**config.mk**
```make
export PLATFORM = sky130hd
export DESIGN_NAME = vgaController
export DESIGN_NICKNAME = d
export VERILOG_FILES = /design/src/source/vgaTimingPkg.sv /design/src/source/vgaController.sv
export SDC_FILE = /design/constraint.sdc
export NUM_CORES = 1
export LEC_CHECK = 0
export BUFFER_PORTS_ARGS = -buffer_cell sky130_fd_sc_hd__buf_2
export CORE_MARGIN = 3
export CORE_UTILIZATION = 57
export DETAILED_ROUTE_END_ITERATION = 16
export GPL_TIMING_DRIVEN = 0
export PLACE_DENSITY_LB_ADDON = 0.15
export SYNTH_ARGS = -nofsm -noshare
export SYNTH_HDL_FRONTEND = slang
export SYNTH_SLANG_ARGS = --single-unit
```
**constraint.sdc**
```tcl
create_clock -name clk -period 5.53 [get_ports clk]
set_input_delay 0.2765 -clock clk [delete_from_list [all_inputs] [get_ports clk]]
set_output_delay 0.2765 -clock clk [all_outputs]
set_load 0.03 [all_outputs]
```
**src/source/vgaTimingPkg.sv**
```systemverilog
package vgaTimingPkg;

  // counter value covering the whole 800x525 frame
  typedef logic [9:0] screenCoord_t;

  // canvas is 256x256, so one byte per axis
  typedef logic [7:0] canvasCoord_t;

  // horizontal timing in pixel clocks
  // active, front porch, sync, back porch
  localparam screenCoord_t hActive     = 10'd640;
  localparam screenCoord_t hFrontPorch = 10'd16;
  localparam screenCoord_t hSyncWidth  = 10'd96;
  localparam screenCoord_t hBackPorch  = 10'd48;
  localparam screenCoord_t hTotal      = 10'd800;

  // vertical timing in lines
  localparam screenCoord_t vActive     = 10'd480;
  localparam screenCoord_t vFrontPorch = 10'd10;
  localparam screenCoord_t vSyncWidth  = 10'd2;
  localparam screenCoord_t vBackPorch  = 10'd33;
  localparam screenCoord_t vTotal      = 10'd525;

  // interval bounds derived from the mode
  // sync spans [start, end), back porch runs to total
  localparam screenCoord_t hSyncStart = hActive + hFrontPorch;
  localparam screenCoord_t hSyncEnd   = hSyncStart + hSyncWidth;
  localparam screenCoord_t vSyncStart = vActive + vFrontPorch;
  localparam screenCoord_t vSyncEnd   = vSyncStart + vSyncWidth;

  // last counter values before wrap
  localparam screenCoord_t hLast = hTotal - 10'd1;
  localparam screenCoord_t vLast = vTotal - 10'd1;

endpackage

```
**src/source/vgaController.sv**
```systemverilog
`timescale 1ns/1ps

module vgaController (
  input  logic                       clk,
  input  logic                       rst,
  output vgaTimingPkg::screenCoord_t scanX,
  output vgaTimingPkg::screenCoord_t scanY,
  output logic                       hsyncRaw,
  output logic                       vsyncRaw,
  output logic                       activeRaw
);

  import vgaTimingPkg::*;

  // counter values for the next clock
  screenCoord_t xNext;
  screenCoord_t yNext;
  logic         lineEnd;

  // x wraps at 799, y steps once per wrap
  assign lineEnd = (scanX == hLast);

  always_comb begin
    xNext = lineEnd ? '0 : scanX + 10'd1;
    yNext = scanY;
    if (lineEnd) begin
      yNext = (scanY == vLast) ? '0 : scanY + 10'd1;
    end
  end

  // counters and decoded raw signals share one register stage
  // so the raw signals always describe the current counter pair
  always_ff @(posedge clk) begin
    if (rst) begin
      scanX     <= '0;
      scanY     <= '0;
      // values match position (0,0), top left of active area
      hsyncRaw  <= 1'b1;
      vsyncRaw  <= 1'b1;
      activeRaw <= 1'b1;
    end else begin
      scanX     <= xNext;
      scanY     <= yNext;
      // sync pulses are active low
      hsyncRaw  <= !((xNext >= hSyncStart) && (xNext < hSyncEnd));
      // vertical sync covers whole lines
      vsyncRaw  <= !((yNext >= vSyncStart) && (yNext < vSyncEnd));
      // visible region 640x480
      activeRaw <= (xNext < hActive) && (yNext < vActive);
    end
  end

endmodule

```
==> flow_metrics.env <==
export IMPL_status="finished clean"
export IMPL_mostFrequentLayoutCell="buf_2"
export IMPL_final_period_minus_worst_setup_slack_ps=2550
export IMPL_power_leakage_nw=0.578
export IMPL_initial_core_util_pct=62.1
export IMPL_via_count=1103
export IMPL_cts_made_buffers=3
export IMPL_fp_coreArea_sq_um=2020
export IMPL_pin_count=25
export IMPL_synthArstFlopShare_pct=0
export IMPL_synth_top_area_cell="dfxtp_1"
export IMPL_slew_limit_headroom_pct=70.8
export IMPL_critical_path_class="flop to flop"
export IMPL_nNetsFinal=178
export IMPL_critical_path_required_ps=5730
export IMPL_post_route_util_pct=71.1
export IMPL_share_of_the_clock_period_used_by_the_worst_path_pct=46.1
export IMPL_vias_per_cell=5.57
export IMPL_timing_critical_path_from="scanX[0]"
export IMPL_global_route_wire_length_before_repair_um=4570
export IMPL_setup_tns_final_ps=0
export IMPL_worst_path_largest_cell_delay_ps=450
export IMPL_clock_insertion_delay_worst_skew_ps=330
export IMPL_final_design_area_no_fill_sq_um=1440
export IMPL_power_w=0.000262
export IMPL_antenna_found_initial=0
export IMPL_floorplan_rows=16
export IMPL_path_max_fanout=6
export IMPL_syn_mean_instance_area_sq_um=8.78
export IMPL_slew_violations=0
export IMPL_yosysSeqAreaShare_pct=36.7
export IMPL_netlist_area_sq_um=1260
export IMPL_drive_above_1_share_pct=26.3
export IMPL_maximum_clock_path_buffer_count=2
export IMPL_setup_viol_count_final=0
export IMPL_initialDrtViolationCount=30
export IMPL_cap_violations=0
export IMPL_dieHeight_um=52.9
export IMPL_synth_flop_cell="dfxtp_1"
export IMPL_clock_root_buffer="clkbuf_4"
export IMPL_synth_lib_cells_used_distinct=43
export IMPL_drtPass1Iterations=4
export IMPL_power_ir_vdd_worst_mv=0.133
export IMPL_cts_repair_resized=0
export IMPL_cts_num_sinks=23
export IMPL_worstHoldStart="rst"
export IMPL_cp_data_arrival_time_ps=2750
export IMPL_crit_reg2reg_launch="scanX[0]"
export IMPL_detailedPlacementHpwl_um=1910
export IMPL_detailed_place_area_sq_um=1410
export IMPL_drc=0
export IMPL_post_synth_top_area_fraction_pct=36.7
export IMPL_timing_critical_path_cells="ha_1, and4_4, and4_2, clkbuf_1, nand2_1, or3_2, a211oi_1, nand4_1"
export IMPL_vias_in_the_first_global_route=1020
export IMPL_total_die_area_sq_um=2800
export IMPL_cts_hold_repair_buffers=0
export IMPL_cp_slowest_cell="dfxtp_1"
export IMPL_number_of_h_tree_branching_levels=1
export IMPL_port_buffers=24
export IMPL_hold_path_class="input pin to flop"
export IMPL_post_cts_setup_buffer_count=0
export IMPL_worst_path_clk_slew_ps=130
export IMPL_detailedPlace_worstSlack_ps=3040
export IMPL_routed_wire_length_per_instance_um=13.1
export IMPL_gp_routability_congestion=0.876
export IMPL_worstMarginPinSlew_ps=438
export IMPL_start_kind="flop"
export IMPL_largest_net_degree_at_the_start_of_global_routing=14
export IMPL_antennaDiodeCount=0
export IMPL_critical_path_endpoint_type="flop"
export IMPL_synth_top_cells_by_area="dfxtp_1, xnor2_1, xor2_1, nor3_1, nor2_1"
export IMPL_most_common_layout_cells="buf_2, dfxtp_1, nor2_1"
export IMPL_grt_use_total_pct=22.4
export IMPL_number_of_routed_nets_with_antenna_violations=0
export IMPL_detail_route_wirelength_um=2590
export IMPL_worst_slack_ps=2980
export IMPL_power_density_nw_per_um2=182
export IMPL_syn_nets=149
export IMPL_setup_skew_ps=12.4
export IMPL_number_of_instances_in_the_synthesized_netlist=143
export IMPL_grt_ovfl_total=0
export IMPL_yosysWarnings=0
export IMPL_area_growth_pct=14.4
export IMPL_ys_seq_elements=23
export IMPL_synth_edf_count=0
export IMPL_fmax_ghz=0.392
export IMPL_die_w_um=52.9
export IMPL_report_final_hold_viol_count=0
export IMPL_unrepaired_setup_endpoints_after_global_routing="no"
export IMPL_cts_tree="yes"
[worst max-delay path: cells and delay by family, from the launching register on]
| kind | cells | cell delay, ps |
|---|---|---|
| buffers and inverters | 1 | 220 |
| adders and majority gates | 1 | 260 |
| DFF | 1 | 450 |
| and+or+nand+nor | 5 | 1200 |
| AOI/OAI and AO/OA | 1 | 290 |
[final timing paths]
path | to | slack (ps) | cells after the start
max reg2reg | vsyncRaw | 2980 | 8
max | vsyncRaw | 2980 | 8
min reg2reg | scanX[0] | 570 | 1
min | scanX[1] | 200 | 2
[power by group]
part	total [W]	internal (W)	switching, W	leakage [nW]
Clock	0.0000792	0.0000272	0.0000520	0.0177
Combinational	0.0000125	0.00000394	0.00000851	0.374
Sequential	0.000170	0.000168	0.00000264	0.186
Total	0.000262	0.000199	0.0000632	0.578
[Yosys cell counts (3+ instances only)]
master and number:
nor3_1 12, nand4_1 3, xnor2_1 7, inv_1 4, ha_1 4, a21oi_1 7
nor2_1 14, o21ai_0 6, nand2_1 11, nand3_1 9, xor2_1 7, dfxtp_1 23
[through the flow]
stage	hold WS, ps	instances
2_1_floorplan	348	143
3_3_place_gp	533	194
3_5_place_dp	543	194
4_1_cts	183	198
5_1_grt	197	198
6_report	196	198
[logic make-up (layout without fill, tap and decap cells)]
group | after synthesis | after routing | synth area share (%)
AND/OR/NAND/NOR | 69 | 69 | 33.2
flip-flops | 23 | 23 | 36.7
AO/OA/AOI/OAI | 21 | 21 | 10.5
XOR/XNOR | 14 | 14 | 9.76
buffers and inverters | 11 | 39 | 5.18
adder cells (fa/ha/maj) | 4 | 4 | 3.98
multiplexers | 1 | 1 | 0.797
[area by class of cell]
class | count | area, sq um
Timing Repair Buffer | 24 | 120
Tap cell | 27 | 33.8
Buffer | 7 | 50.0
Clock inverter | 1 | 5.00
Sequential cell | 23 | 460
Inverter | 4 | 15.0
Clock buffer | 3 | 22.5
Multi-Input combinational cell | 109 | 731
Fill cell | 170 | 584
[registers in the layout, indices dropped and copies added, names as in the netlist]
name,cells
hsyncRaw,1
scanY,10
scanX,10
activeRaw,1
vsyncRaw,1
[metal layers]
layer | GRT usage, % | routed length, um
met1 | 29.3 | 1270
met2 | 33.9 | 1120
met3 | 6.76 | 159
met4 | 9.36 | 39
met5 | 0 | 0
(Power assumes the default switching activity.)
