File: src/source/vgaTimingPkg.sv
package vgaTimingPkg;

  // counter value covering the whole 800x525 frame
  typedef logic [9:0] screenCoord_t;

  // canvas is 256x256, so one byte per axis
  typedef logic [7:0] canvasCoord_t;

  // horizontal timing in pixel clocks
  // active, front porch, sync, back porch
  localparam screenCoord_t hActive     = 10'd640;
  localparam screenCoord_t hFrontPorch = 10'd16;
  localparam screenCoord_t hSyncWidth  = 10'd96;
  localparam screenCoord_t hBackPorch  = 10'd48;
  localparam screenCoord_t hTotal      = 10'd800;

  // vertical timing in lines
  localparam screenCoord_t vActive     = 10'd480;
  localparam screenCoord_t vFrontPorch = 10'd10;
  localparam screenCoord_t vSyncWidth  = 10'd2;
  localparam screenCoord_t vBackPorch  = 10'd33;
  localparam screenCoord_t vTotal      = 10'd525;

  // interval bounds derived from the mode
  // sync spans [start, end), back porch runs to total
  localparam screenCoord_t hSyncStart = hActive + hFrontPorch;
  localparam screenCoord_t hSyncEnd   = hSyncStart + hSyncWidth;
  localparam screenCoord_t vSyncStart = vActive + vFrontPorch;
  localparam screenCoord_t vSyncEnd   = vSyncStart + vSyncWidth;

  // last counter values before wrap
  localparam screenCoord_t hLast = hTotal - 10'd1;
  localparam screenCoord_t vLast = vTotal - 10'd1;

endpackage

File: src/source/paintPkg.sv
package paintPkg;

  // canvas color code, indexes the palette
  typedef logic [2:0] colorCode_t;

  // one color channel toward the DAC
  typedef logic [3:0] nibble_t;

  // 12-bit pixel, red in the top nibble
  typedef struct packed {
    nibble_t r;
    nibble_t g;
    nibble_t b;
  } rgb_t;

  // whole palette as seen by the output stage
  typedef rgb_t [7:0] paletteTable_t;

  // one byte of the command stream
  typedef logic [7:0] cmdByte_t;

  // single pixel write into the canvas
  typedef struct packed {
    vgaTimingPkg::canvasCoord_t x;
    vgaTimingPkg::canvasCoord_t y;
    colorCode_t                 code;
  } pixelWrite_t;

  // replaces one palette entry
  typedef struct packed {
    colorCode_t index;
    rgb_t       color;
  } paletteWrite_t;

  // opcode field, bits 7:6 of a header byte
  // 2'b10 and 2'b11 reserved
  localparam logic [1:0] opPaint   = 2'b00;
  localparam logic [1:0] opPalette = 2'b01;

  // power-up palette
  // code bit 2 -> red, bit 1 -> green, bit 0 -> blue, full scale
  function automatic rgb_t defaultColor(input colorCode_t c);
    rgb_t col;
    col.r = {4{c[2]}};
    col.g = {4{c[1]}};
    col.b = {4{c[0]}};
    return col;
  endfunction

endpackage

File: src/source/pixelOutput.sv
`timescale 1ns/1ps

module pixelOutput (
  input  logic                    clk,
  input  logic                    rst,
  input  paintPkg::colorCode_t    code,
  input  paintPkg::paletteTable_t paletteTable,
  input  logic                    hsyncRaw,
  input  logic                    vsyncRaw,
  input  logic                    activeRaw,
  output logic                    hsync,
  output logic                    vsync,
  output logic                    blankN,
  output paintPkg::rgb_t          pixel
);

  // raw timing delayed to line up with the store read
  logic hsyncDly;
  logic vsyncDly;
  logic activeDly;

  // stage 1, code still in flight from the canvas
  always_ff @(posedge clk) begin
    if (rst) begin
      hsyncDly  <= 1'b1;
      vsyncDly  <= 1'b1;
      activeDly <= 1'b0;
    end else begin
      hsyncDly  <= hsyncRaw;
      vsyncDly  <= vsyncRaw;
      activeDly <= activeRaw;
    end
  end

  // stage 2, palette lookup and blanking
  // all outputs now describe the same pixel
  always_ff @(posedge clk) begin
    if (rst) begin
      hsync  <= 1'b1;
      vsync  <= 1'b1;
      blankN <= 1'b0;
      pixel  <= '0;
    end else begin
      hsync  <= hsyncDly;
      vsync  <= vsyncDly;
      blankN <= activeDly;
      // DAC must see black outside the visible area
      pixel  <= activeDly ? paletteTable[code] : '0;
    end
  end

endmodule

File: config.mk
export PLATFORM = sky130hd
export DESIGN_NAME = pixelOutput
export DESIGN_NICKNAME = d
export VERILOG_FILES = /design/src/source/vgaTimingPkg.sv /design/src/source/paintPkg.sv /design/src/source/pixelOutput.sv
export SDC_FILE = /design/constraint.sdc
export NUM_CORES = 1
export LEC_CHECK = 0
export ABC_AREA = 1
export BUFFER_PORTS_ARGS = -buffer_cell sky130_fd_sc_hd__buf_2
export CAP_MARGIN = 20
export CORE_ASPECT_RATIO = 1.5
export CORE_MARGIN = 3
export CORE_UTILIZATION = 45
export DETAILED_ROUTE_END_ITERATION = 8
export PLACE_DENSITY = 0.86
export SYNTH_ARGS = -nofsm -noshare
export SYNTH_HDL_FRONTEND = slang
export SYNTH_SLANG_ARGS = --single-unit
File: constraint.sdc
create_clock -name clk -period 1.5 [get_ports clk]
set_input_delay 0.3 -clock clk [delete_from_list [all_inputs] [get_ports clk]]
set_output_delay 0.3 -clock clk [all_outputs]
set_load 0.01 [all_outputs]
==> flow_metrics.tcl <==
set metrics [dict create \
    synth-compound-area-share_pct 0 \
    critical_path.max_stage_delay_ns 0.33 \
    num-nets-final 561 \
    power_w 0.00135 \
    grt_pass1_vias 2017 \
    p_comb_share_pct 34.4 \
    detail_route.iter0.violations 49 \
    overflow 0 \
    place_area_sq_mm 0.00231 \
    wirelength_um 5100 \
    grt_pass1_wl_um 7940 \
    start_util_pct 48.6 \
    power.switching_w 0.000405 \
    synth_warnings 0 \
    seqPwrFrac_pct 37.1 \
    yosysSeqAreaShare_pct 20.9 \
    hold_viol 0 \
    rsz0062_at_grt "false" \
    syn-num-nets 450 \
    synth_area_per_cell_sq_um 4.98 \
    die-width_um 56.5 \
    worstSetupStartpointType "flop" \
    clk_pin_slew_worst_paths_ns 0.07 \
    cp-end-kind "primary output" \
    drive_above_1_share_pct 30.3 \
    post-route-cell-area_sq_mm 0.00236 \
    synthAdderAreaFrac_pct 0 \
    synth.area.mux_share_pct 0 \
    slowest_stage "dfxtp_1" \
    crit_path_max_fanout 1 \
    irDropWorstVdd_mv 0.455 \
    synth-xor-area-share_pct 0 \
    route.detailed.drc 0 \
    ant_nets 0 \
    fin_util_pct 66.7 \
    cts_num_sinks 18 \
    tritoncts "built" \
    skew_ns 0.000813 \
    most-common-layout-cells "nand2_1, buf_2, inv_1" \
    vias 2239 \
    antenna_found_initial 0 \
    crit_arrival_ns 0.70 \
    swShare_pct 30.0 \
    grtUsageTotal_pct 21.2 \
    die_h_um 81.8 \
    clkLatencyLatePin_ns 0.25 \
    die-area_sq_mm 0.00462 \
    seqCellArea_sq_um 360 \
    fin_crit_sh_pct 67.0 \
    synthDistinctLibCells 12 \
    core_area_sq_mm 0.00355 \
    postCtsHoldBufs 0 \
    synth_top_family_by_area "simple AND/OR/NAND/NOR gates" \
    gp_congestion 0.842 \
    hold_class "input pin to flop" \
    h-tree-depth 1 \
    ios 119 \
    leakagePower_nw 1.60 \
    yosys.area.top_type_share_pct 26.1 \
    multi_input_area_sq_um 873 \
    max_cap_violations 0 \
    pwr_density_cell_mw_per_mm2 571 \
    fmax_ghz 0.996 \
    setup_viol 0 \
    dp_hpwl_um 4300 \
    num_rows 26 \
    crit_path_cell_trace "buf_2" \
    crit_type "flop to primary output" \
    yosysTopAreaCell "nand2_1" \
    cts_resized 0 \
    diodes 0 \
    nFillCells 375 \
    syn-instance-count 346 \
    status "completed" \
    clockBufferDepth 2 \
    clockPowerShare_pct 28.5 \
    grt_start_max_net_pins 49 \
    cts_setup_buffers 0 \
    critical_path_buf_inv_count 1 \
    max-slew-margin-rel_pct 74.2 \
    ys_top_cells_by_area "nand2_1, dfxtp_1, nand3_1, inv_1, nor2_1" \
    cts_buffers 3 \
    final_common_cell "nand2_1" \
    syn-cell-area_sq_mm 0.00172 \
    wl_per_cell_um 10.2 \
    internal_power_w 0.000946 \
    fin_crit_ns 1.00 \
    synth-simple-area-share_pct 50.7 \
    drt_first_pass_iters 4 \
    area_growth_pct 37.3 \
    via_per_inst 4.50 \
    worst_pin_slew_ns 0.387 \
    cp_top_family "flip-flops" \
    ys_seq_elements 18 \
    final_max_slew_viol_count 0 \
    cts_root_buffer "clkbuf_8" \
    portBuffers 118 \
    tns_ns 0 \
    required_ns 1.20 \
]
-- through the flow --
stage	worst slack (ns)	hold slack (ns)	cells
5_1_grt	0.432	0.237	498
6_report	0.496	0.233	498
3_5_place_dp	0.287	0.397	494
3_3_place_gp	0.306	0.384	494
2_1_floorplan	0.492	0.371	346
4_1_cts	0.494	0.233	498
-- cells in the mapped netlist --
library cell	number
nand2_1	120
inv_1	71
nand3_1	60
nor2_1	26
clkinv_1	19
dfxtp_1	18
buf_2	10
inv_2	10
or2_1	4
buf_4	3
buf_6	3
clkbuf_1	2
-- cells by family (layout without fill, tap and decap cells) --
family | after synthesis | count (layout)
AND/OR/NAND/NOR | 210 | 210
flip-flops | 18 | 18
buffers and inverters | 118 | 228
-- flip-flops by register name (all words and copies together), names as in the netlist --
signal / cells
activeDly: 1
blankN: 1
hsync: 1
hsyncDly: 1
pixel: 12
vsync: 1
vsyncDly: 1
-- layout make-up --
type | count | share of cell area (%)
clock buffers | 4 | 2.33
inverters | 100 | 15.9
multi-input cells | 210 | 36.9
flip-flops and latches | 18 | 15.2
well taps | 42 | 2.22
repair buffers | 124 | 27.4
-- routing by layer --
layer | up-vias | GRT usage [%] | part of all wire (%)
met5 | - | 0 | 0
met4 | 0 | 6.18 | 1.1
met3 | 8 | 2.36 | 6.1
met2 | 81 | 44.9 | 56
met1 | 949 | 20.8 | 36
li1 | 1201 | - | -
-- path summary, 6_finish.rpt --
kind / start / to / slack, ns / cells after the start
setup reg to reg: activeDly / pixel[7] / 0.64 / 5
hold reg to reg: hsyncDly / hsync / 0.41 / 1
hold / removal: hsyncRaw / hsyncDly / 0.23 / 2
setup / recovery: pixel[8] / pixel[8] / 0.50 / 1
-- power groups by stage --
stage,combinational [W],sequential [W],clock [W]
floorplan,0.000263,0.000520,0
finish,0.000464,0.000502,0.000385
global route,0.000533,0.000503,0.000419
global placement,0.000457,0.000512,0
CTS,0.000467,0.000502,0.000392
detailed placement,0.000465,0.000513,0
Power figures use the tool's default switching activity.
