`config.mk`:
```
export PLATFORM = sky130hd
export DESIGN_NAME = paintCommandDecoder
export DESIGN_NICKNAME = d
export VERILOG_FILES = /design/src/source/vgaTimingPkg.sv /design/src/source/paintPkg.sv /design/src/source/paintCommandDecoder.sv
export SDC_FILE = /design/constraint.sdc
export NUM_CORES = 1
export LEC_CHECK = 0
export ABC_AREA = 1
export ABC_CLOCK_PERIOD_IN_PS = 1800
export BUFFER_PORTS_ARGS = -buffer_cell sky130_fd_sc_hd__buf_2
export CAP_MARGIN = 20
export CORE_MARGIN = 2
export CORE_UTILIZATION = 42
export DETAILED_ROUTE_END_ITERATION = 6
export GPL_ROUTABILITY_DRIVEN = 0
export PLACE_DENSITY = 0.78
export SLEW_MARGIN = 20
export SYNTH_ARGS = -nofsm -noshare
export SYNTH_HDL_FRONTEND = slang
export SYNTH_SLANG_ARGS = --single-unit
```
`constraint.sdc`:
```
create_clock -name clk -period 1.8 [get_ports clk]
set_input_delay 0.36 -clock clk [delete_from_list [all_inputs] [get_ports clk]]
set_output_delay 0.36 -clock clk [all_outputs]
set_load 0.005 [all_outputs]
```
`src/source/vgaTimingPkg.sv`:
```
package vgaTimingPkg;

  // counter value covering the whole 800x525 frame
  typedef logic [9:0] screenCoord_t;

  // canvas is 256x256, so one byte per axis
  typedef logic [7:0] canvasCoord_t;

  // horizontal timing in pixel clocks
  // active, front porch, sync, back porch
  localparam screenCoord_t hActive     = 10'd640;
  localparam screenCoord_t hFrontPorch = 10'd16;
  localparam screenCoord_t hSyncWidth  = 10'd96;
  localparam screenCoord_t hBackPorch  = 10'd48;
  localparam screenCoord_t hTotal      = 10'd800;

  // vertical timing in lines
  localparam screenCoord_t vActive     = 10'd480;
  localparam screenCoord_t vFrontPorch = 10'd10;
  localparam screenCoord_t vSyncWidth  = 10'd2;
  localparam screenCoord_t vBackPorch  = 10'd33;
  localparam screenCoord_t vTotal      = 10'd525;

  // interval bounds derived from the mode
  // sync spans [start, end), back porch runs to total
  localparam screenCoord_t hSyncStart = hActive + hFrontPorch;
  localparam screenCoord_t hSyncEnd   = hSyncStart + hSyncWidth;
  localparam screenCoord_t vSyncStart = vActive + vFrontPorch;
  localparam screenCoord_t vSyncEnd   = vSyncStart + vSyncWidth;

  // last counter values before wrap
  localparam screenCoord_t hLast = hTotal - 10'd1;
  localparam screenCoord_t vLast = vTotal - 10'd1;

endpackage

```
`src/source/paintPkg.sv`:
```
package paintPkg;

  // canvas color code, indexes the palette
  typedef logic [2:0] colorCode_t;

  // one color channel toward the DAC
  typedef logic [3:0] nibble_t;

  // 12-bit pixel, red in the top nibble
  typedef struct packed {
    nibble_t r;
    nibble_t g;
    nibble_t b;
  } rgb_t;

  // whole palette as seen by the output stage
  typedef rgb_t [7:0] paletteTable_t;

  // one byte of the command stream
  typedef logic [7:0] cmdByte_t;

  // single pixel write into the canvas
  typedef struct packed {
    vgaTimingPkg::canvasCoord_t x;
    vgaTimingPkg::canvasCoord_t y;
    colorCode_t                 code;
  } pixelWrite_t;

  // replaces one palette entry
  typedef struct packed {
    colorCode_t index;
    rgb_t       color;
  } paletteWrite_t;

  // opcode field, bits 7:6 of a header byte
  // 2'b10 and 2'b11 reserved
  localparam logic [1:0] opPaint   = 2'b00;
  localparam logic [1:0] opPalette = 2'b01;

  // power-up palette
  // code bit 2 -> red, bit 1 -> green, bit 0 -> blue, full scale
  function automatic rgb_t defaultColor(input colorCode_t c);
    rgb_t col;
    col.r = {4{c[2]}};
    col.g = {4{c[1]}};
    col.b = {4{c[0]}};
    return col;
  endfunction

endpackage

```
`src/source/paintCommandDecoder.sv`:
```
`timescale 1ns/1ps

module paintCommandDecoder (
  input  logic                    clk,
  input  logic                    rst,
  input  paintPkg::cmdByte_t      cmdByte,
  input  logic                    cmdValid,
  output logic                    cmdReady,
  output paintPkg::pixelWrite_t   pixelWr,
  output logic                    pixelWrEn,
  output paintPkg::paletteWrite_t paletteWr,
  output logic                    paletteWrEn
);

  import paintPkg::*;

  // header, two operand bytes, then one issue cycle
  typedef enum logic [1:0] {
    stHeader,
    stFirst,
    stSecond,
    stIssue
  } decState_t;

  decState_t  state;
  logic       take;
  logic       knownOp;
  // latched command fields
  logic [1:0] opcode;
  colorCode_t hdrArg;
  cmdByte_t   firstByte;
  cmdByte_t   secondByte;

  // only the issue cycle stalls the sender
  assign cmdReady = (state != stIssue);
  assign take     = cmdValid && cmdReady;
  assign knownOp  = (cmdByte[7:6] == opPaint) || (cmdByte[7:6] == opPalette);

  always_ff @(posedge clk) begin
    if (rst) begin
      state <= stHeader;
    end else begin
      case (state)
        // reserved opcode dropped as a one-byte command
        stHeader: if (take && knownOp) state <= stFirst;
        stFirst:  if (take) state <= stSecond;
        stSecond: if (take) state <= stIssue;
        stIssue:  state <= stHeader;
        default:  state <= stHeader;
      endcase
    end
  end

  // operand capture, one byte per accepted transfer
  always_ff @(posedge clk) begin
    if (take) begin
      case (state)
        stHeader: begin
          opcode <= cmdByte[7:6];
          hdrArg <= cmdByte[2:0];
        end
        stFirst:  firstByte  <= cmdByte;
        stSecond: secondByte <= cmdByte;
        default:  ;
      endcase
    end
  end

  // paint: header code, then x, then y
  assign pixelWr.x    = firstByte;
  assign pixelWr.y    = secondByte;
  assign pixelWr.code = hdrArg;

  // palette: header index, then {r, g}, then {0, b}
  assign paletteWr.index   = hdrArg;
  assign paletteWr.color.r = firstByte[7:4];
  assign paletteWr.color.g = firstByte[3:0];
  assign paletteWr.color.b = secondByte[3:0];

  // exactly one enable per completed command
  assign pixelWrEn   = (state == stIssue) && (opcode == opPaint);
  assign paletteWrEn = (state == stIssue) && (opcode == opPalette);

endmodule

```
==> metrics, run 1 <==
outcome finished clean; asr flop ratio synth 0%; CTS root buf clkbuf_4; Primary FF master, synth edfxtp_1; WL/cell 11.1 um; FF/Latch Area 671 sq um; Setup WS pre-CTS ~0.4 ns; largest net degree at the start of global routing 13; area of the multi-input gates 158 sq um; Final Hold Violating Endpoints 0; vias in the first global route about 550; Ant. Diodes 0; Worst VDD drop approximately 0.86 mV; H-tree depth 1; CTS Buf Count 3; core area 0.00219 sq mm; sequential-to-total area share from yosys stat 69.3%; Setup TNS 0 ns; Clk Latency, worst-skew pair 0.30 ns; post-route minimum period roughly 1.7 ns; initial antenna violation count 0; Port Buffers 47; worst setup margin roughly 0.15 ns; cts hold-fix bufs 0; Max-Cap Viols 0; Critical Path AT roughly 1.3 ns; WHS 0.241 ns; Distinct cells, synth 15; Worst setup EP type output pin; net load switching power 453 uW; internal power consumption 985 uW; Worst Reg-to-Reg Cells 4; Die Height around 52 um; post-synth top area share between 60% and 70%; Vias around 600; DRC 0; buffer count from post-CTS setup fixing 0; Reg-to-Reg Start state[1]; Overall Global Routing Usage 12.1%; leakage 0.540 nW; share of layout cells above drive strength 1 52.7%; worst hold path class primary input to flop; Final #Nets around 130; unrepaired setup endpoints after global routing false; leading area contributor after synthesis edfxtp_1; post-route antenna net violation count 0; Final Setup Violations 0; maximum clock insertion buffer count 2; DP Cell Count ~130; hold_sp cmdByte[3]; Slew HR 70.9%; number of I/O pins 48; filler cell count 207; Post-Synthesis Cells 70; initial core utilization 44.1%; Yosys reg bits 23; TritonRoute pass-1 iters 4; area added between synthesis and finish 22.1%; first-pass GRT wire length 2290 um; clk_skew 0.00126 ns; Peak Freq 606 MHz; syn_nets 86; Flop pwr share between 50 and 60%; Avg Cell Area, Syn roughly 14 sq um; CTS clock-pin slew for the worst setup and hold paths 0.12 ns; crit-path max FO 4; die area 0.00270 sq mm; GRT overflow 0; reg2reg end opcode[1]; Slew Limit Fails 0; Logic pwr share 32.8%; setup slack, reg-to-reg 0.35 ns; Hold Crit Endpoint firstByte[3]; Post-Route WL 1530 um; Final Cycle Share approximately 92%; clock power share 15.9%; power density over the cells 1220 mW/mm^2; fin cells 138; sw frac 31.5%; crit start category flop; clock sink count 23; number of DRC markers in iteration 0 12; post-detail-place hpwl 1260 um; WS Path Type flop to output pin; Final Power 1.44 mW; num rows 17; die width 52.0 um; slew at the pin with the worst max-slew slack 0.435 ns; Syn. warnings 0; CP required about 1.4 ns; vias per cell approximately 4.4; post-CTS sizing 0; EDFF count, synth 21; worst hold path depth 1; area of the mapped netlist 967 sq um; CTS tree done; ranking of synthesized cells by area edfxtp_1 65%, buf_4 12%, ha_1 6.5%, dfxtp_1 4.1%, inv_1 2.3%
## sequential cells by signal, summed over array words and instances, names as in the netlist
register	count
secondByte	8
hdrArg	3
state	2
firstByte	8
opcode	2
## stage by stage
step	cell area, sq um	util (%)
finish	1180	53.9
global route	1180	53.9
CTS	1180	53.9
detailed placement	1150	52.7
global placement	1150	52.7
floorplan	967	-
## Yosys cell counts (2+ instances only)
master,count
a21oi_1,2
buf_4,15
dfxtp_1,2
edfxtp_1,21
ha_1,5
inv_1,6
nand2_1,5
nand3_1,2
nor2_1,6
## critical path, cell delays in order (launching register included)
cell and delay, ns:
dfxtp_1 0.38, ha_1 0.21, inv_2 0.07, nor3_1 0.18, buf_2 0.15
## power groups by stage
stage	clock [mW]	sequential, mW	combinational [mW]
after floorplan	0	0.758	0.316
after global placement	0	0.747	0.449
after detailed placement	0	0.752	0.476
after CTS	0.231	0.740	0.479
after global routing	0.259	0.751	0.536
final	0.228	0.738	0.471
## layout by cell type (no fill, tap or decap), drive strengths merged
cell type,count
or2,1
nand3,3
dfxtp,2
inv,7
edfxtp,21
clkbuf,4
nand2,6
a21oi,2
buf,51
nor3,1
nor2,7
ha,5
## logic make-up after synthesis
| group | count (synthesis) | share of synthesized area (%) |
|---|---|---|
| DFF | 23 | 69.3 |
| buffers and inverters | 22 | 14.4 |
| and+or+nand+nor | 18 | 8.80 |
| adders and majority gates | 5 | 6.47 |
| AOI/OAI and AO/OA | 2 | 1.03 |
## area by class of cell
class | instances | area share (%)
Sequential cell | 23 | 56.8
Multi-Input combinational cell | 25 | 13.3
Inverter | 7 | 2.22
Clock buffer | 4 | 2.22
Tap cell | 28 | 2.97
Timing Repair Buffer | 51 | 22.5
## routing by layer
layer	share of wire [%]	vias up	global-route usage (%)
met5	0	-	0
met4	1.5	0	6.58
met3	8.5	4	2.87
met2	52	32	22.6
met1	37	278	12.3
li1	-	298	-
## worst max-delay path by stage
stage          depth (start not counted)  slack [ns]      from       endpoint
2_1_floorplan                          4        0.38  state[0]  secondByte[0]
3_5_place_dp                           4        0.39  state[1]      hdrArg[2]
3_3_place_gp                           4        0.46  state[0]      hdrArg[1]
6_report                               4        0.15  state[0]      pixelWrEn
4_1_cts                                4        0.13  state[0]      pixelWrEn
5_1_grt                                4        0.04  state[0]      pixelWrEn
No activity file was read; power rests on OpenSTA's default activity.
==> run 2: changes to the inputs <==
- ABC_CLOCK_PERIOD_IN_PS: 1800 -> 1400
- CORE_UTILIZATION: 42 -> 40
- clock period: 1.8 -> 1.4 ns (I/O delays scaled with it)
==> run 2 against run 1 <==
Worst hold slack worse by 0.080 ns; sequential power increased by 31%; count of clock-buffer cells in the layout decreased by 1; die area grew 4.6%; utilization increased by 1.3 points; largest power group unchanged.
==> metrics, run 2 (synthesis gave the netlist of run 1 again) <==
Post-Route WL 1620 um; die area 0.00283 sq mm; CP required 1.12 ns; Worst setup EP type output pin; Critical Path AT 1.12 ns; num rows 17; number of I/O pins 48; GRT overflow 0; Overall Global Routing Usage 11.7%; CTS root buf clkbuf_4; CTS Buf Count 3; Setup TNS 0 ns; share of layout cells above drive strength 1 62.5%; number of DRC markers in iteration 0 15; DRC 0; vias per cell approximately 4.4; crit-path max FO 4; clk_skew 0.00320 ns; post-detail-place hpwl 1250 um; FF/Latch Area 673 sq um; crit path buf inv count 2; Final Cycle Share 100%; GRT Max-Usage Layer met2; vias in the first global route 552; slowest stage cell on the critical path dfxtp_2; Final Power about 2 mW; slew at the pin with the worst max-slew slack 0.139 ns; worst hold path class primary input to flop; max incr delay on CP approximately 0.37 ns; WL/cell 11.6 um; DP Cell Count about 130; Ant. Diodes 0; area added between synthesis and finish 28.7%; H-tree depth 1; Slew Limit Fails 0; first-pass GRT wire length 2350 um; CTS clock-pin slew for the worst setup and hold paths 0.12 ns; initial core utilization 42.9%; maximum clock insertion buffer count 2; WS Path Type flop to output pin; Final #Nets around 130; M3 GR Usage between 3 and 4%; largest net degree at the start of global routing 14; clock sink count 23; post-route minimum period between 1 and 1.5 ns; area of the multi-input gates 203 sq um; most common cell after layout, fill and taps aside buf_2; unrepaired setup endpoints after global routing true; crit start category flop; die width 53.2 um; Peak Freq 715 MHz; most frequent cells in the layout 47 x buf_2, 21 x edfxtp_1, 6 x buf_4; fin cells 140; Worst VDD drop around 1.0 mV; outcome finished clean; initial antenna violation count 0; Max-Cap Viols 0; leakage about 0.55 nW; WHS 0.161 ns; crit-path cells ha_4 -> inv_2 -> nor3_2 -> buf_2; cts hold-fix bufs 0; met1 Use GR between 10 and 15%; met2 Use GR 20.0%; core area 0.00225 sq mm; Slew HR 90.7%; Final Hold Violating Endpoints 0; TritonRoute pass-1 iters 4; power density over the cells between 1500 and 2000 mW/mm^2; Die Height 53.2 um; biggest regs firstByte: 8 flops, secondByte: 8 flops, hdrArg: 3 flops; post-route antenna net violation count 0; Port Buffers 47; Clk Latency, worst-skew pair 0.30 ns; CTS tree done; filler cell count 196; Crit path max-delay family flip-flops; Final Setup Violations 0; Vias 620
==> run 2: changes by cell type in the layout (fill, tap and decap cells not counted), sizes merged <==
| cell | before | now |
|---|---|---|
| clkinv | 0 | 1 |
| clkbuf | 4 | 3 |
| buf | 51 | 53 |
==> run 2: layout make-up <==
class | instances | area share, %
clock inverter | 1 | 0.402
sequential | 23 | 54.1
clock buffer | 3 | 1.81
inverter | 7 | 2.11
timing repair buffer | 53 | 22.5
tap | 28 | 2.81
multi-input combinational | 25 | 16.3
==> run 2: what timing repair did <==
| action | 4_1_cts | 5_1_grt |
|---|---|---|
| buffers inserted | 2 | 0 |
| setup endpoints to repair | 2 | 15 |
| gates resized for setup | 9 | 3 |
| pin swaps | 1 | 0 |
==> run 2: final timing paths <==
| kind | from | to | slack (ns) | cells past startpoint |
|---|---|---|---|---|
| min reg2reg | state[0] | state[0] | 0.80 | 5 |
| max | state[0] | pixelWrEn | 0.0006 | 4 |
| max reg2reg | state[1] | firstByte[0] | 0.03 | 6 |
| min | cmdByte[5] | firstByte[5] | 0.16 | 1 |
==> run 2: stage by stage <==
stage | setup slack, ns | area, sq um | util [%]
final | 0.000555 | 1240 | 55.2
after detailed placement | 0.0938 | 1150 | 51.2
after global routing | -0.0665 | 1240 | 55.2
after global placement | 0.118 | 1150 | 51.2
after floorplan | -0.0225 | 967 | -
after CTS | -0.0175 | 1220 | 54.2
==> run 2: where the power goes <==
part	total (mW)	switching [mW]	internal (mW)
clock network	0.292	0.186	0.106
logic	0.749	0.405	0.344
registers	0.964	0.0593	0.905
total	2.01	0.650	1.36
==> run 2: layer usage <==
metal / up-vias / routed length, um
met5: - / 0
met4: 0 / 0
met3: 0 / 148
met2: 34 / 787
met1: 282 / 683
li1: 304 / -
==> run 3: changes to the inputs <==
- ABC_CLOCK_PERIOD_IN_PS: 1400 -> 1500
- CORE_UTILIZATION: 40 -> 44
- PLACE_DENSITY: 0.78 -> 0.81
- clock period: 1.4 -> 1.5 ns (I/O delays scaled with it)
==> run 3 against run 2 <==
Count of clock-buffer cells in the layout rose by 1; sequential power fell by 5.9%; register-to-register slack improved by 0.09 ns; routed wire length fell by 3.9%; utilization rose by 4.0 points; critical path depth did not move; via count fell by 1.8%; die area fell by 8.4%; sequential share of layout area rose by 2.1 points; power fell by 13%; worst setup slack improved by 0.069 ns; clock skew fell by 0.0010 ns.
==> metrics, run 3 (synthesis gave the netlist of run 1 again) <==
Critical Path Source state[0]; Critical Path AT ~1.1 ns; Worst VDD drop between 0.8 and 0.9 mV; first-pass GRT wire length 2290 um; Hold Crit Endpoint firstByte[4]; initial antenna violation count 0; Clk Latency, worst-skew pair about 0.30 ns; share of layout cells above drive strength 1 just under 60%; clock sink count 23; Reg-to-Reg Start state[0]; WL/cell 11.4 um; number of I/O pins between 40 and 50; FF/Latch Area between 600 and 700 sq um; setup slack, reg-to-reg between 0.1 and 0.15 ns; Setup WS pre-CTS 0.0860 ns; Finished Cell Area 0.00120 sq mm; Port Buffers 47; buffer count from post-CTS setup fixing 0; Peak Freq 699 MHz; Slew HR 83.1%; Ant. Diodes 0; GRT overflow 0; Slew Limit Fails 0; crit start category flop; post-route minimum period between 1 and 1.5 ns; DRC 0; Post-DP Area 0.00115 sq mm; vias per cell approximately 4.5; crit-path max FO 4; cts hold-fix bufs 0; Overall Global Routing Usage approximately 12%; met1 Use GR 13.7%; Die Height approximately 50 um; unrepaired setup endpoints after global routing false; power density over the cells 1460 mW/mm^2; CTS clock-pin slew for the worst setup and hold paths 0.11 ns; CTS Buf Count 3; clk_skew 0.00216 ns; die area ~0.0026 sq mm; H-tree depth 1; worst hold path depth 1; most common cell after layout, fill and taps aside buf_2; hold_sp cmdByte[4]; Worst Reg-to-Reg Cells 5; Final Cycle Share 95.3%; TritonRoute pass-1 iters 4; area of the multi-input gates 180 sq um; maximum clock insertion buffer count 2; core area 0.00202 sq mm; Final Power between 1.5 and 2 mW; WS Path Type flop to output pin; number of DRC markers in iteration 0 13; initial core utilization between 40% and 50%; M3 GR Usage 2.63%; Final Hold Violating Endpoints 0; area added between synthesis and finish 23.8%; CTS root buf clkbuf_4; filler cell count 175; Max-Cap Viols 0; slew at the pin with the worst max-slew slack 0.253 ns; GRT Max-Usage Layer met2; vias in the first global route roughly 530; worst hold path class primary input to flop; Final Setup Violations 0; Vias 609; Final #Nets 126; Setup TNS 0 ns; largest net degree at the start of global routing 13; die width ~50 um; Worst setup EP type output pin; outcome finished clean; CTS tree done; Post-Route WL 1560 um; leakage 0.534 nW; post-route antenna net violation count 0; most frequent cells in the layout 47 x buf_2, 21 x edfxtp_1, 6 x inv_1; CP required 1.20 ns; biggest regs firstByte: 8 flops, secondByte: 8 flops, hdrArg: 3 flops; met2 Use GR 21.7%; post-detail-place hpwl 1270 um; reg2reg end secondByte[4]; num rows 16; WHS ~0.17 ns; worst setup margin 0.0700 ns
run 3: cell types whose count changed in the layout (fill, tap and decap cells not counted), sizes merged:
cell,change
buf,-3
clkbuf,+1
clkinv,-1
run 3: per-layer routing:
layer	part of all wire [%]	routed length (um)
met5	0	0
met4	2.8	44
met3	7.5	117
met2	51	786
met1	39	607
run 3: how the worst max path moves through the flow:
| stage | end | depth (start not counted) |
|---|---|---|
| 2_1_floorplan | secondByte[0] | 4 |
| 3_3_place_gp | hdrArg[2] | 4 |
| 3_5_place_dp | hdrArg[0] | 4 |
| 4_1_cts | pixelWrEn | 4 |
| 5_1_grt | pixelWrEn | 4 |
| 6_report | pixelWrEn | 4 |
run 3: timing repair:
item / in CTS / in global routing
hold endpoints to repair: 0 / 0
resized for setup: 4 / 3
endpoints found under the setup margin: 2 / 7
run 3: layout make-up:
| class | count | share of cell area, % |
|---|---|---|
| inverters | 7 | 2.19 |
| clock buffers | 4 | 2.19 |
| repair buffers | 50 | 21.5 |
| multi-input cells | 25 | 15.0 |
| well taps | 27 | 2.82 |
| flip-flops and latches | 23 | 56.2 |
run 3: critical path, stage by stage, from the launching register on:
cell and delay [ns]:
dfxtp_2 0.38, ha_4 0.15, inv_2 0.05, nor3_2 0.10, buf_2 0.14
run 3: report_power, final:
part	switching, mW	total, mW	internal, mW
clock	0.172	0.276	0.104
sequential	0.0618	0.907	0.845
combinational	0.326	0.564	0.237
total	0.560	1.75	1.19
run 3: metrics by stage:
step | utilization, % | instances
2_1_floorplan | - | 70
3_3_place_gp | 56.7 | 132
3_5_place_dp | 56.7 | 132
4_1_cts | 58.5 | 136
5_1_grt | 59.2 | 136
6_report | 59.2 | 136
