--- src/source/vgaTimingPkg.sv ---
package vgaTimingPkg;

  // counter value covering the whole 800x525 frame
  typedef logic [9:0] screenCoord_t;

  // canvas is 256x256, so one byte per axis
  typedef logic [7:0] canvasCoord_t;

  // horizontal timing in pixel clocks
  // active, front porch, sync, back porch
  localparam screenCoord_t hActive     = 10'd640;
  localparam screenCoord_t hFrontPorch = 10'd16;
  localparam screenCoord_t hSyncWidth  = 10'd96;
  localparam screenCoord_t hBackPorch  = 10'd48;
  localparam screenCoord_t hTotal      = 10'd800;

  // vertical timing in lines
  localparam screenCoord_t vActive     = 10'd480;
  localparam screenCoord_t vFrontPorch = 10'd10;
  localparam screenCoord_t vSyncWidth  = 10'd2;
  localparam screenCoord_t vBackPorch  = 10'd33;
  localparam screenCoord_t vTotal      = 10'd525;

  // interval bounds derived from the mode
  // sync spans [start, end), back porch runs to total
  localparam screenCoord_t hSyncStart = hActive + hFrontPorch;
  localparam screenCoord_t hSyncEnd   = hSyncStart + hSyncWidth;
  localparam screenCoord_t vSyncStart = vActive + vFrontPorch;
  localparam screenCoord_t vSyncEnd   = vSyncStart + vSyncWidth;

  // last counter values before wrap
  localparam screenCoord_t hLast = hTotal - 10'd1;
  localparam screenCoord_t vLast = vTotal - 10'd1;

endpackage

--- src/source/paintPkg.sv ---
package paintPkg;

  // canvas color code, indexes the palette
  typedef logic [2:0] colorCode_t;

  // one color channel toward the DAC
  typedef logic [3:0] nibble_t;

  // 12-bit pixel, red in the top nibble
  typedef struct packed {
    nibble_t r;
    nibble_t g;
    nibble_t b;
  } rgb_t;

  // whole palette as seen by the output stage
  typedef rgb_t [7:0] paletteTable_t;

  // one byte of the command stream
  typedef logic [7:0] cmdByte_t;

  // single pixel write into the canvas
  typedef struct packed {
    vgaTimingPkg::canvasCoord_t x;
    vgaTimingPkg::canvasCoord_t y;
    colorCode_t                 code;
  } pixelWrite_t;

  // replaces one palette entry
  typedef struct packed {
    colorCode_t index;
    rgb_t       color;
  } paletteWrite_t;

  // opcode field, bits 7:6 of a header byte
  // 2'b10 and 2'b11 reserved
  localparam logic [1:0] opPaint   = 2'b00;
  localparam logic [1:0] opPalette = 2'b01;

  // power-up palette
  // code bit 2 -> red, bit 1 -> green, bit 0 -> blue, full scale
  function automatic rgb_t defaultColor(input colorCode_t c);
    rgb_t col;
    col.r = {4{c[2]}};
    col.g = {4{c[1]}};
    col.b = {4{c[0]}};
    return col;
  endfunction

endpackage

--- src/source/paletteRegs.sv ---
`timescale 1ns/1ps

module paletteRegs (
  input  logic                    clk,
  input  logic                    rst,
  input  paintPkg::paletteWrite_t paletteWr,
  input  logic                    paletteWrEn,
  output paintPkg::paletteTable_t paletteTable
);

  import paintPkg::*;

  // eight 12-bit entries, indexed by color code
  // reset loads the 3-bit primaries, black through white
  always_ff @(posedge clk) begin
    if (rst) begin
      for (int c = 0; c < 8; c++) begin
        paletteTable[c] <= defaultColor(colorCode_t'(c));
      end
    end else if (paletteWrEn) begin
      // single entry rewrite
      paletteTable[paletteWr.index] <= paletteWr.color;
    end
  end

endmodule

--- config.mk ---
export PLATFORM = sky130hd
export DESIGN_NAME = paletteRegs
export DESIGN_NICKNAME = d
export VERILOG_FILES = /design/src/source/vgaTimingPkg.sv /design/src/source/paintPkg.sv /design/src/source/paletteRegs.sv
export SDC_FILE = /design/constraint.sdc
export NUM_CORES = 1
export LEC_CHECK = 0
export BUFFER_PORTS_ARGS = -buffer_cell sky130_fd_sc_hd__clkbuf_2
export CORE_MARGIN = 4
export CORE_UTILIZATION = 51
export CTS_CLUSTER_DIAMETER = 200
export DETAILED_ROUTE_END_ITERATION = 10
export PLACE_DENSITY = 0.79
export SYNTH_ARGS = -nofsm -noshare
export SYNTH_HDL_FRONTEND = slang
export SYNTH_SLANG_ARGS = --single-unit
--- constraint.sdc ---
create_clock -name clk -period 1.5 [get_ports clk]
set_input_delay 0.15 -clock clk [delete_from_list [all_inputs] [get_ports clk]]
set_output_delay 0.15 -clock clk [all_outputs]
set_load 0.005 [all_outputs]
==> impl_results.md, run 1 <==
* Largest family of logic cells by synthesized area: multiplexers
* Clock-pin slew on the worst setup and hold paths at 0.09 ns
* DR iter-0 viols at 146
* Die height at 93.5 microns
* Clock period minus worst slack at 1.01 ns
* Cts hold-fix bufs at 0
* Crit path DAT at 0.86 ns
* Setup Crit Path Kind: reg -> out
* Sw frac at 21.9%
* Critical path buffers and inverters at 1
* Vias in the first global route at 2,945
* Final wirelength at 9080 microns
* Delay-heaviest family, CP: flip-flops
* Synthesized area at 3720 sq um
* Clock root cell: clkbuf_8
* P_int at 3.92 mW
* Cell chain of the critical path: clkbuf_2
* Synth area leaders: dfxtp_1 52%, mux2i_1 26%, nand2b_1 10%
* Slowest cell on the critical path: dfxtp_1
* Post-synthesis adder-cell area fraction at 0%
* Critical Path RT at 1.35 ns
* Comb power frac at 7.5%
* Power per cell area at 1070 nW/um^2
* Remaining design rule violation count at 0
* Core area at 6940 sq um
* Mapped Cells at 349
* First-pass GRT wire length at 14,600 microns
* Max reg flops at 96
* RSZ-0062 raised after global routing: no
* Period utilization at 67.5%
* Compound-cell area share of the yosys netlist at 0%
* Slew @ Worst Pin at 0.501 ns
* FFs w/ async S/R, synth at 0%
* Post-CTS setup buffer count at 0
* Library cells used by synthesis at 13
* Final setup TNS at 0 ns
* Pin count of the biggest net entering global routing at 33
* Synth warn at 0
* Gpl congestion at 0.792
* Yosys top cell area share at 51.6%
* Final hold vios at 0
* Detail Route Antenna Nets at 0
* Flops & latches, synth at 96
* Seq/Total Area, Yosys at 51.6%
* Final setup viols at 0
* CTS tree: built
* Reg power frac at 52.5%
* Global route overflow at 0
* Post-synth top cells: 96 x dfxtp_1, 96 x mux2i_1, 60 x nand2b_1, 60 x nor2_1, 13 x clkbuf_1
* Status: finished clean
* Crit Path Max Fanout at 2
* Die area at 8730 sq um
* Clock Power Share at 40.0%
* Antenna violations before repair at 0
* Gr usage total at 21.8%
* EDFF count, synth at 0
* Area grow syn2layout at 25.9%
* N_diodes at 0
* Syn_nets at 367
* CP endpoint kind: output port
* Initial DRT Pass Iterations at 5
* Synth Area in XOR/XNOR at 0%
* Top_reg_cell synth: dfxtp_1
* Post-Syn Area per Cell at 10.7 sq um
* Clk sinks at 96
* Finished Core Util at 67.5%
* Crit start category: flip-flop
* Post-DP HPWL at 6750 microns
* IO buf count at 113
* Biggest regs: paletteTable x96
* Worst path max stage delay at 0.38 ns
* Starting Density at 53.6%
* Clock Latency Late Sink at 0.35 ns
* Via count at 2,845
* Max Cap Viol at 0
* Die W at 93.5 microns
* Hold WS at 0.122 ns
* Peak Freq at 987 MHz
* Final Slew Violations at 0
* Layout Nets at 480
* Hold/Removal Path Class: in -> reg
* P_sw at 1.10 mW
* Largest Register: paletteTable
* Post-cts gate resize count at 0
* Proportion of synthesized area in mux cells at 25.8%
* Area after DPL at 4450 sq um
* DR vias/cell at 5.06
* Slew margin rel. at 66.5%
* Layout Skew at 0 ns
* Lkg Pwr at 2.40 nW
* Share of cells above drive strength 1 at 31.5%
* H-tree depth at 3
* Design Area, Final at 4690 sq um
* Maximum root-to-sink buffer count at 2
* Top Ports at 114
* Routed len/inst at 16.2 microns
* Post-synthesis simple-gate area fraction at 19.2%
* Peak supply drop at 574 uV
* Num CTS Buffers at 9
* Yosys top cell by area: dfxtp_1
* Row count at 30
[final timing paths]
kind | from | end | slack (ns) | depth (start not counted)
min reg2reg | paletteTable[22] | paletteTable[22] | 0.48 | 2
max | paletteTable[36] | paletteTable[36] | 0.49 | 1
min | paletteWr[4] | paletteTable[88] | 0.12 | 3
max reg2reg | paletteTable[41] | paletteTable[41] | 0.85 | 2
[cell families (layout without fill, tap and decap cells)]
family	count (synthesis)	after routing
mux	96	96
flops	96	96
simple gates	131	131
buf+inv	26	143
[area by class of cell]
type	count	area, sq um
fillers	549	2260
multi-input cells	227	1700
clock buffers	10	138
clock inverters	5	105
well taps	96	120
repair buffers	128	706
flip-flops and latches	96	1920
[power groups by stage]
stage / clock, mW / combinational, mW / sequential [mW]
3_5_place_dp: 0 / 0.378 / 2.70
3_3_place_gp: 0 / 0.368 / 2.69
5_1_grt: 2.17 / 0.409 / 2.64
4_1_cts: 2.03 / 0.378 / 2.64
2_1_floorplan: 0 / 0.214 / 2.70
6_report: 2.01 / 0.375 / 2.64
[routing by layer]
layer	GRT usage (%)	wire length (microns)
met5	0	0
met4	9.52	215
met3	6.36	546
met2	35.2	4310
met1	26.8	4010
[through the flow]
step | worst slack (ns) | instances | power [mW]
2_1_floorplan | 0.314 | 349 | 2.91
3_3_place_gp | 0.255 | 547 | 3.06
3_5_place_dp | 0.206 | 547 | 3.07
4_1_cts | 0.473 | 562 | 5.04
5_1_grt | 0.436 | 562 | 5.23
6_report | 0.487 | 562 | 5.02
[layout by cell type, fill, tap and decap left out]
cell type   instances
clkbuf_2          112
mux2i_1            96
buf_4              14
nand4_1             1
nor4bb_2            1
nor4b_2             1
dfxtp_1            96
nand4bb_1           3
clkbuf_8           10
nor2_1             60
nand4b_1            3
or4b_4              1
nand2b_1           60
clkinvlp_4          2
buf_12              2
bufinv_16           3
nor4bb_4            1
Power figures use the tool's default switching activity.
==> run 2: changes to the inputs <==
--- a/config.mk
+++ b/config.mk
@@ -5,12 +5,13 @@
 export SDC_FILE = /design/constraint.sdc
 export NUM_CORES = 1
 export LEC_CHECK = 0
+export ABC_AREA = 1
 export BUFFER_PORTS_ARGS = -buffer_cell sky130_fd_sc_hd__clkbuf_2
 export CORE_MARGIN = 4
-export CORE_UTILIZATION = 51
+export CORE_UTILIZATION = 45
 export CTS_CLUSTER_DIAMETER = 200
 export DETAILED_ROUTE_END_ITERATION = 10
-export PLACE_DENSITY = 0.79
+export PLACE_DENSITY = 0.75
 export SYNTH_ARGS = -nofsm -noshare
 export SYNTH_HDL_FRONTEND = slang
 export SYNTH_SLANG_ARGS = --single-unit
==> constraint.sdc (replaced) <==
create_clock -name clk -period 0.85 [get_ports clk]
set_input_delay 0.085 -clock clk [delete_from_list [all_inputs] [get_ports clk]]
set_output_delay 0.085 -clock clk [all_outputs]
set_load 0.005 [all_outputs]
==> run 2 against run 1 <==
Compared with the run above:
- the flow now finishes with violations (negative setup slack)
- cell count is 35% higher
- clock power is 30% higher
- largest cell class unchanged
- global-route usage is 0.32 points higher
- routed wire length is 21% higher
- hold slack worse by 0.059 ns
- sequential power is 81% higher
- sequential share of layout area is 0.85 points lower
- via count is 35% higher
- die area is 9.5% higher
- flip-flop and latch count stayed put
- clock-buffer cell count is 4 higher
- critical path type unchanged
- synthesized area is 2.6% lower
==> impl_results.md, run 2 <==
* Final Slew Violations at 0 (unchanged)
* Crit Path Max Fanout at 2 (unchanged)
* Initial DRT Pass Iterations at 4 (-1)
* Clock root cell: clkbuf_8
* Gr usage total at 22.1% (+0.32 points)
* Peak supply drop at 865 uV (+51%)
* Starting Density at 46.7% (-6.9 points)
* Post-Syn Area per Cell at 7.21 sq um (-32%)
* Antenna violations before repair at 0 (unchanged)
* Commonest non-fill, non-tap cell in the layout: nand2_1
* Die W at 97.8 microns (+4.6%)
* Max reg flops at 96 (unchanged)
* Cts hold-fix bufs at 0 (unchanged)
* Multi-input gate area at 1490 sq um (-12%)
* Routed len/inst at 14.4 microns (-11%)
* Via count at 3,842 (+35%)
* Power per cell area at 1670 nW/um^2 (+56%)
* Finished Core Util at 65.5% (-2.0 points)
* Status: finished, violations left
* Hold/Removal Path Class: in -> reg
* Seq/Total Area, Yosys at 53.0% (+1.4 points)
* Maximum root-to-sink buffer count at 2 (unchanged)
* Non-Filler Instances at 760 (+35%)
* Total power at 8.48 mW (+69%)
* Critical Path RT at 0.76 ns (-0.59 ns)
* WL met2 at 5150 microns (+20%)
* First-pass GRT wire length at 17,100 microns (+17%)
* Syn_nets at 521 (+42%)
* RSZ-0062 raised after global routing: yes
* Placed cells at 724 (+32%)
* Crit start category: flip-flop
* N_diodes at 0 (unchanged)
* Num CTS Buffers at 9 (unchanged)
* Failing checks: negative setup slack
* Layout Skew at 0 ns (unchanged)
* Cell chain of the critical path: clkbuf_2
* CTS tree: built
* DR iter-0 viols at 274 (+88%)
* Synthesized area at 3630 sq um (-2.6%)
* Yosys top cell by area: dfxtp_1
* Slew margin rel. at 77.1% (+11 points)
* Setup Crit Path Kind: reg -> out
* Detail Route Antenna Nets at 0 (unchanged)
* Worst path max stage delay at 0.36 ns (-0.02 ns)
* Most frequent cells in the layout: 155 x nand2_1, 103 x nor2_1, 96 x nand3_1, 96 x dfxtp_2, 87 x clkbuf_2
* Final setup TNS at -2.33 ns (-2.33 ns)
* Critical path buffers and inverters at 1 (unchanged)
* CP endpoint kind: output port
* Biggest regs: paletteTable x96
* Register area at 2040 sq um (+6.3%)
* Top_reg_cell synth: dfxtp_1
* Slew @ Worst Pin at 0.343 ns (-0.158 ns)
* Gpl congestion at 0.880 (+11%)
* Max Cap Viol at 0 (unchanged)
* Hold WS at 0.0627 ns (-0.0594 ns)
* Global route overflow at 0 (unchanged)
* Die height at 97.8 microns (+4.6%)
* FFs w/ async S/R, synth at 0% (unchanged)
* Final worst setup slack at -0.0641 ns (-0.551 ns)
* Top Layer Used: met4
* DR vias/cell at 5.06 (-0.14%)
* Post-synth top cells: 155 x nand2_1, 103 x nor2_1, 96 x dfxtp_1, 96 x nand3_1, 18 x inv_1
* EDFF count, synth at 0 (unchanged)
* Library cells used by synthesis at 13 (unchanged)
* Remaining design rule violation count at 0 (unchanged)
* Slowest cell on the critical path: dfxtp_2
* Flops & latches, synth at 96 (unchanged)
* Clock period minus worst slack at 0.914 ns
* Lkg Pwr at 2.50 nW (+4.3%)
* Area grow syn2layout at 40.2%
* Row count at 32 (+6.7%)
* Count leader, synth: nand2_1
* Final setup viols at 96 (+96)
* Met1 wire length at 4670 microns (+17%)
* Vias in the first global route at 3,514 (+19%)
* Final wirelength at 11,000 microns (+21%)
* Peak Freq at 1090 MHz
* Pin count of the biggest net entering global routing at 41 (+24%)
* Mapped Cells at 503 (+44%)
* Routed met3 length at 948 microns (+74%)
* Synth area leaders: dfxtp_1 53%, nand2_1 16%, nand3_1 13%
* Layout Nets at 671 (+40%)
* H-tree depth at 3 (unchanged)
* Delay-heaviest family, CP: flip-flops
* Core area at 7770 sq um (+12%)
* Crit path DAT at 0.83 ns (-0.03 ns)
* Yosys top cell area share at 53.0% (+1.4 points)
* IO buf count at 113 (unchanged)
* Clock Latency Late Sink at 0.34 ns (about the same)
* Period utilization at 108%
* Die area at 9560 sq um (+9.5%)
* Clk sinks at 96 (unchanged)
* Post-DP HPWL at 7900 microns (+17%)
* Share of cells above drive strength 1 at 42.9% (+11 points)
* Top Ports at 114 (unchanged)
* Clock-pin slew on the worst setup and hold paths at 0.09 ns (about the same)
* # fillers at 688 (+25%)
* Synth warn at 0 (unchanged)
* Final hold vios at 0 (unchanged)
* Largest Register: paletteTable
==> run 2: per-layer routing <==
layer | vias to the layer above | global-route usage [%]
li1 | 1872 | -
met1 | 1779 | 29.1
met2 | 171 | 36.2
met3 | 20 | 5.21
met4 | 0 | 6.39
met5 | - | 0
==> run 2: what timing repair did <==
item | in CTS | in global routing
buffers inserted | 11 | 9
gates cloned | 0 | 0
resized for setup | 96 | 39
endpoints found under the setup margin | 96 | 96
==> run 2: logic make-up after synthesis <==
| family | count (synthesis) | share of synthesized area, % |
|---|---|---|
| buf+inv | 47 | 6.07 |
| flops | 96 | 53.0 |
| simple gates | 360 | 41.0 |
==> run 2: layout make-up <==
cell class	count	share of cell area [%]
clock buffers	14	3.00
inverters	20	1.48
flip-flops and latches	96	40.1
repair buffers	166	23.4
well taps	102	2.51
clock inverters	2	0.295
multi-input cells	360	29.2
==> run 2: where the power goes <==
group,internal (mW),leakage [nW],switching [mW]
sequential,4.68,0.783,0.102
clock,1.15,0.0769,1.46
combinational,0.481,1.64,0.603
total,6.32,2.50,2.16
==> run 2: path summary, 6_finish.rpt <==
path,from,end,slack [ns],depth (start not counted)
hold reg to reg,paletteTable[88],paletteTable[88],0.45,2
hold / removal,paletteWr[11],paletteTable[59],0.06,3
setup / recovery,paletteTable[64],paletteTable[64],-0.06,1
setup reg to reg,paletteTable[92],paletteTable[92],0.04,4
==> run 2: through the flow <==
step	area, sq um	setup slack, ns
floorplan	3630	0.0197
global placement	4490	-0.134
finish	5090	-0.0641
CTS	4860	-0.0520
detailed placement	4490	-0.174
global route	5090	-0.0855
==> run 3: changes to the inputs <==
--- a/config.mk
+++ b/config.mk
@@ -8,10 +8,10 @@
 export ABC_AREA = 1
 export BUFFER_PORTS_ARGS = -buffer_cell sky130_fd_sc_hd__clkbuf_2
 export CORE_MARGIN = 4
-export CORE_UTILIZATION = 45
+export CORE_UTILIZATION = 50
 export CTS_CLUSTER_DIAMETER = 200
 export DETAILED_ROUTE_END_ITERATION = 10
-export PLACE_DENSITY = 0.75
+export PLACE_DENSITY = 0.78
 export SYNTH_ARGS = -nofsm -noshare
 export SYNTH_HDL_FRONTEND = slang
 export SYNTH_SLANG_ARGS = --single-unit
==> constraint.sdc (replaced) <==
create_clock -name clk -period 0.9 [get_ports clk]
set_input_delay 0.09 -clock clk [delete_from_list [all_inputs] [get_ports clk]]
set_output_delay 0.09 -clock clk [all_outputs]
set_load 0.005 [all_outputs]
==> run 3 against run 2 <==
Compared with the run above:
- the run still ends with negative setup slack left
- final area fell by 1.3%
- total power fell by 1.8%
- clock skew did not move
- clock power rose by 7%
- utilization rose by 7.2 points
- via count fell by 1.2%
- hold slack got worse by 0.021 ns
- sequential power fell by 5.6%
- critical path type unchanged
- critical endpoint is now paletteTable[13]
- largest cell class unchanged
==> impl_results.md, run 3 (synthesis results as in run 2) <==
* Status: finished, violations left
* Failing checks: negative setup slack
* Power per cell area at 1660 nW/um^2 (-0.57%)
* Setup Crit Path Kind: reg -> out
* Slowest cell on the critical path: dfxtp_2
* Remaining design rule violation count at 0 (unchanged)
* Cts hold-fix bufs at 0 (unchanged)
* Pin count of the biggest net entering global routing at 51 (+24%)
* Final setup TNS at -0.0942 ns (+2.24 ns)
* Layout Skew at 0 ns (unchanged)
* Hold Crit Depth at 3 (unchanged)
* Final worst setup slack at -0.0155 ns (+0.0487 ns)
* Hold path start: paletteWr[3]
* Placed cells at 718 (-0.83%)
* Total power at 8.33 mW (-1.8%)
* Gpl congestion at 0.839 (-4.6%)
* Critical path buffers and inverters at 1 (unchanged)
* First-pass GRT wire length at 16,900 microns (-1.3%)
* Die area at 8680 sq um (-9.2%)
* Final wirelength at 10,800 microns (-1.0%)
* Gr usage total at 24.9% (+2.9 points)
* Die height at 93.2 microns (-4.7%)
* Final hold vios at 0 (unchanged)
* Area grow syn2layout at 38.4%
* CTS tree: built
* Global route overflow at 0 (unchanged)
* Die W at 93.2 microns (-4.7%)
* Max reg flops at 96 (unchanged)
* Biggest regs: paletteTable x96
* Multi-input gate area at 1500 sq um (+0.67%)
* Non-Filler Instances at 743 (-2.2%)
* Hold/Removal Path Class: in -> reg
* Most frequent cells in the layout: 155 x nand2_1, 101 x nor2_1, 96 x nand3_1, 96 x dfxtp_2, 88 x clkbuf_2
* DR iter-0 viols at 236 (-14%)
* Worst hold endpoint: paletteTable[15]
* Crit start category: flip-flop
* Maximum root-to-sink buffer count at 2 (unchanged)
* Worst path max stage delay at 0.35 ns (about the same)
* Layout Nets at 661 (-1.5%)
* Period utilization at 102%
* H-tree depth at 3 (unchanged)
* Clock Latency Late Sink at 0.36 ns (+0.02 ns)
* Detail Route Antenna Nets at 0 (unchanged)
* Reg2reg end: paletteTable[18]
* Cell chain of the critical path: clkbuf_2
* Top Ports at 114 (unchanged)
* Largest Register: paletteTable
* Initial DRT Pass Iterations at 5 (+1)
* Reg2Reg Setup Slack at 0.18 ns (+0.14 ns)
* Row count at 30 (-6.3%)
* Final Slew Violations at 0 (unchanged)
* Crit Path Max Fanout at 2 (unchanged)
* Peak Freq at 1090 MHz
* CP endpoint kind: output port
* Final setup viols at 20 (-79%)
* IO buf count at 113 (unchanged)
* Commonest non-fill, non-tap cell in the layout: nand2_1
* Worst Reg2Reg Path Length in Cells at 3 (-1)
* Num CTS Buffers at 9 (unchanged)
* Clock root cell: clkbuf_8
* # fillers at 592 (-14%)
* Worst R2R Start: paletteTable[18]
* Crit path DAT at 0.83 ns (about the same)
* Slew margin rel. at 66.9% (-10 points)
* Starting Density at 52.5% (+5.8 points)
* Vias in the first global route at 3,592 (+2.2%)
* Clk sinks at 96 (unchanged)
* Share of cells above drive strength 1 at 42.8% (-0.044 points)
* Lkg Pwr at 2.48 nW (-0.90%)
* Antenna violations before repair at 0 (unchanged)
* Clock period minus worst slack at 0.915 ns
* Core area at 6910 sq um (-11%)
* N_diodes at 0 (unchanged)
* Routed len/inst at 14.6 microns (+1.2%)
* RSZ-0062 raised after global routing: yes
* Post-DP HPWL at 7660 microns (-3.0%)
* Register area at 2040 sq um (unchanged)
* DR vias/cell at 5.11 (+1.1%)
* Peak supply drop at 1020 uV (+18%)
* Delay-heaviest family, CP: flip-flops
* Critical Path RT at 0.81 ns (+0.05 ns)
* Via count at 3,797 (-1.2%)
* Max Cap Viol at 0 (unchanged)
* Clock-pin slew on the worst setup and hold paths at 0.09 ns (about the same)
* Slew @ Worst Pin at 0.496 ns (+0.153 ns)
-- run 3: cell count changes in the layout (fill, tap and decap cells not counted) --
| cell | delta |
|---|---|
| buf_4 | -9 |
| clkbuf_1 | -4 |
| clkinv_2 | +2 |
| clkinv_4 | +2 |
| clkinvlp_4 | -2 |
| nor2_1 | -2 |
| buf_12 | -1 |
| buf_6 | -1 |
| bufinv_16 | +1 |
| clkbuf_2 | +1 |
| nor2_2 | +1 |
| nor2_4 | +1 |
-- run 3: layout make-up --
type                            count  share of cell area [%]
Multi-Input combinational cell    360                    29.8
Clock buffer                       10                    2.74
Inverter                           20                    1.49
Clock inverter                      5                    1.15
Tap cell                           96                    2.39
Sequential cell                    96                    40.6
Timing Repair Buffer              156                    21.8
-- run 3: worst max-delay path by stage --
| stage | to | slack (ns) | startpoint | depth (start not counted) |
|---|---|---|---|---|
| 2_1_floorplan | paletteTable[36] | 0.06 | rst | 4 |
| 3_3_place_gp | paletteTable[58] | -0.27 | paletteWr[12] | 7 |
| 3_5_place_dp | paletteTable[29] | -0.31 | paletteWr[14] | 6 |
| 4_1_cts | paletteTable[13] | -0.02 | paletteTable[13] | 1 |
| 5_1_grt | paletteTable[13] | -0.06 | paletteTable[13] | 1 |
| 6_report | paletteTable[13] | -0.02 | paletteTable[13] | 1 |
-- run 3: layer usage --
metal	vias to the layer above	wire length, microns	global-route usage (%)
met5	-	0	0
met4	0	302	12.0
met3	30	837	4.75
met2	164	5240	40.9
met1	1757	4470	31.5
li1	1846	-	-
-- run 3: report_power, final --
part	internal (mW)	total [mW]	switching (mW)
logic	0.439	1.01	0.570
clock network	1.35	2.80	1.45
registers	4.42	4.52	0.0942
total	6.21	8.33	2.12
-- run 3: what timing repair did --
item / in CTS / in global routing
endpoints found under the setup margin: 96 / 112
gates resized for setup: 96 / 39
setup buffers: 3 / 7
-- run 3: per-stage QoR --
stage / setup WS (ns) / area, sq um / utilization [%] / hold WS [ns]
after global routing: -0.0558 / 5020 / 72.7 / 0.0514
after floorplan: 0.0647 / 3630 / - / 0.203
after global placement: -0.271 / 4470 / 64.7 / 0.394
after detailed placement: -0.308 / 4470 / 64.7 / 0.408
final: -0.0155 / 5020 / 72.7 / 0.0415
after CTS: -0.0206 / 4800 / 69.6 / 0.0309
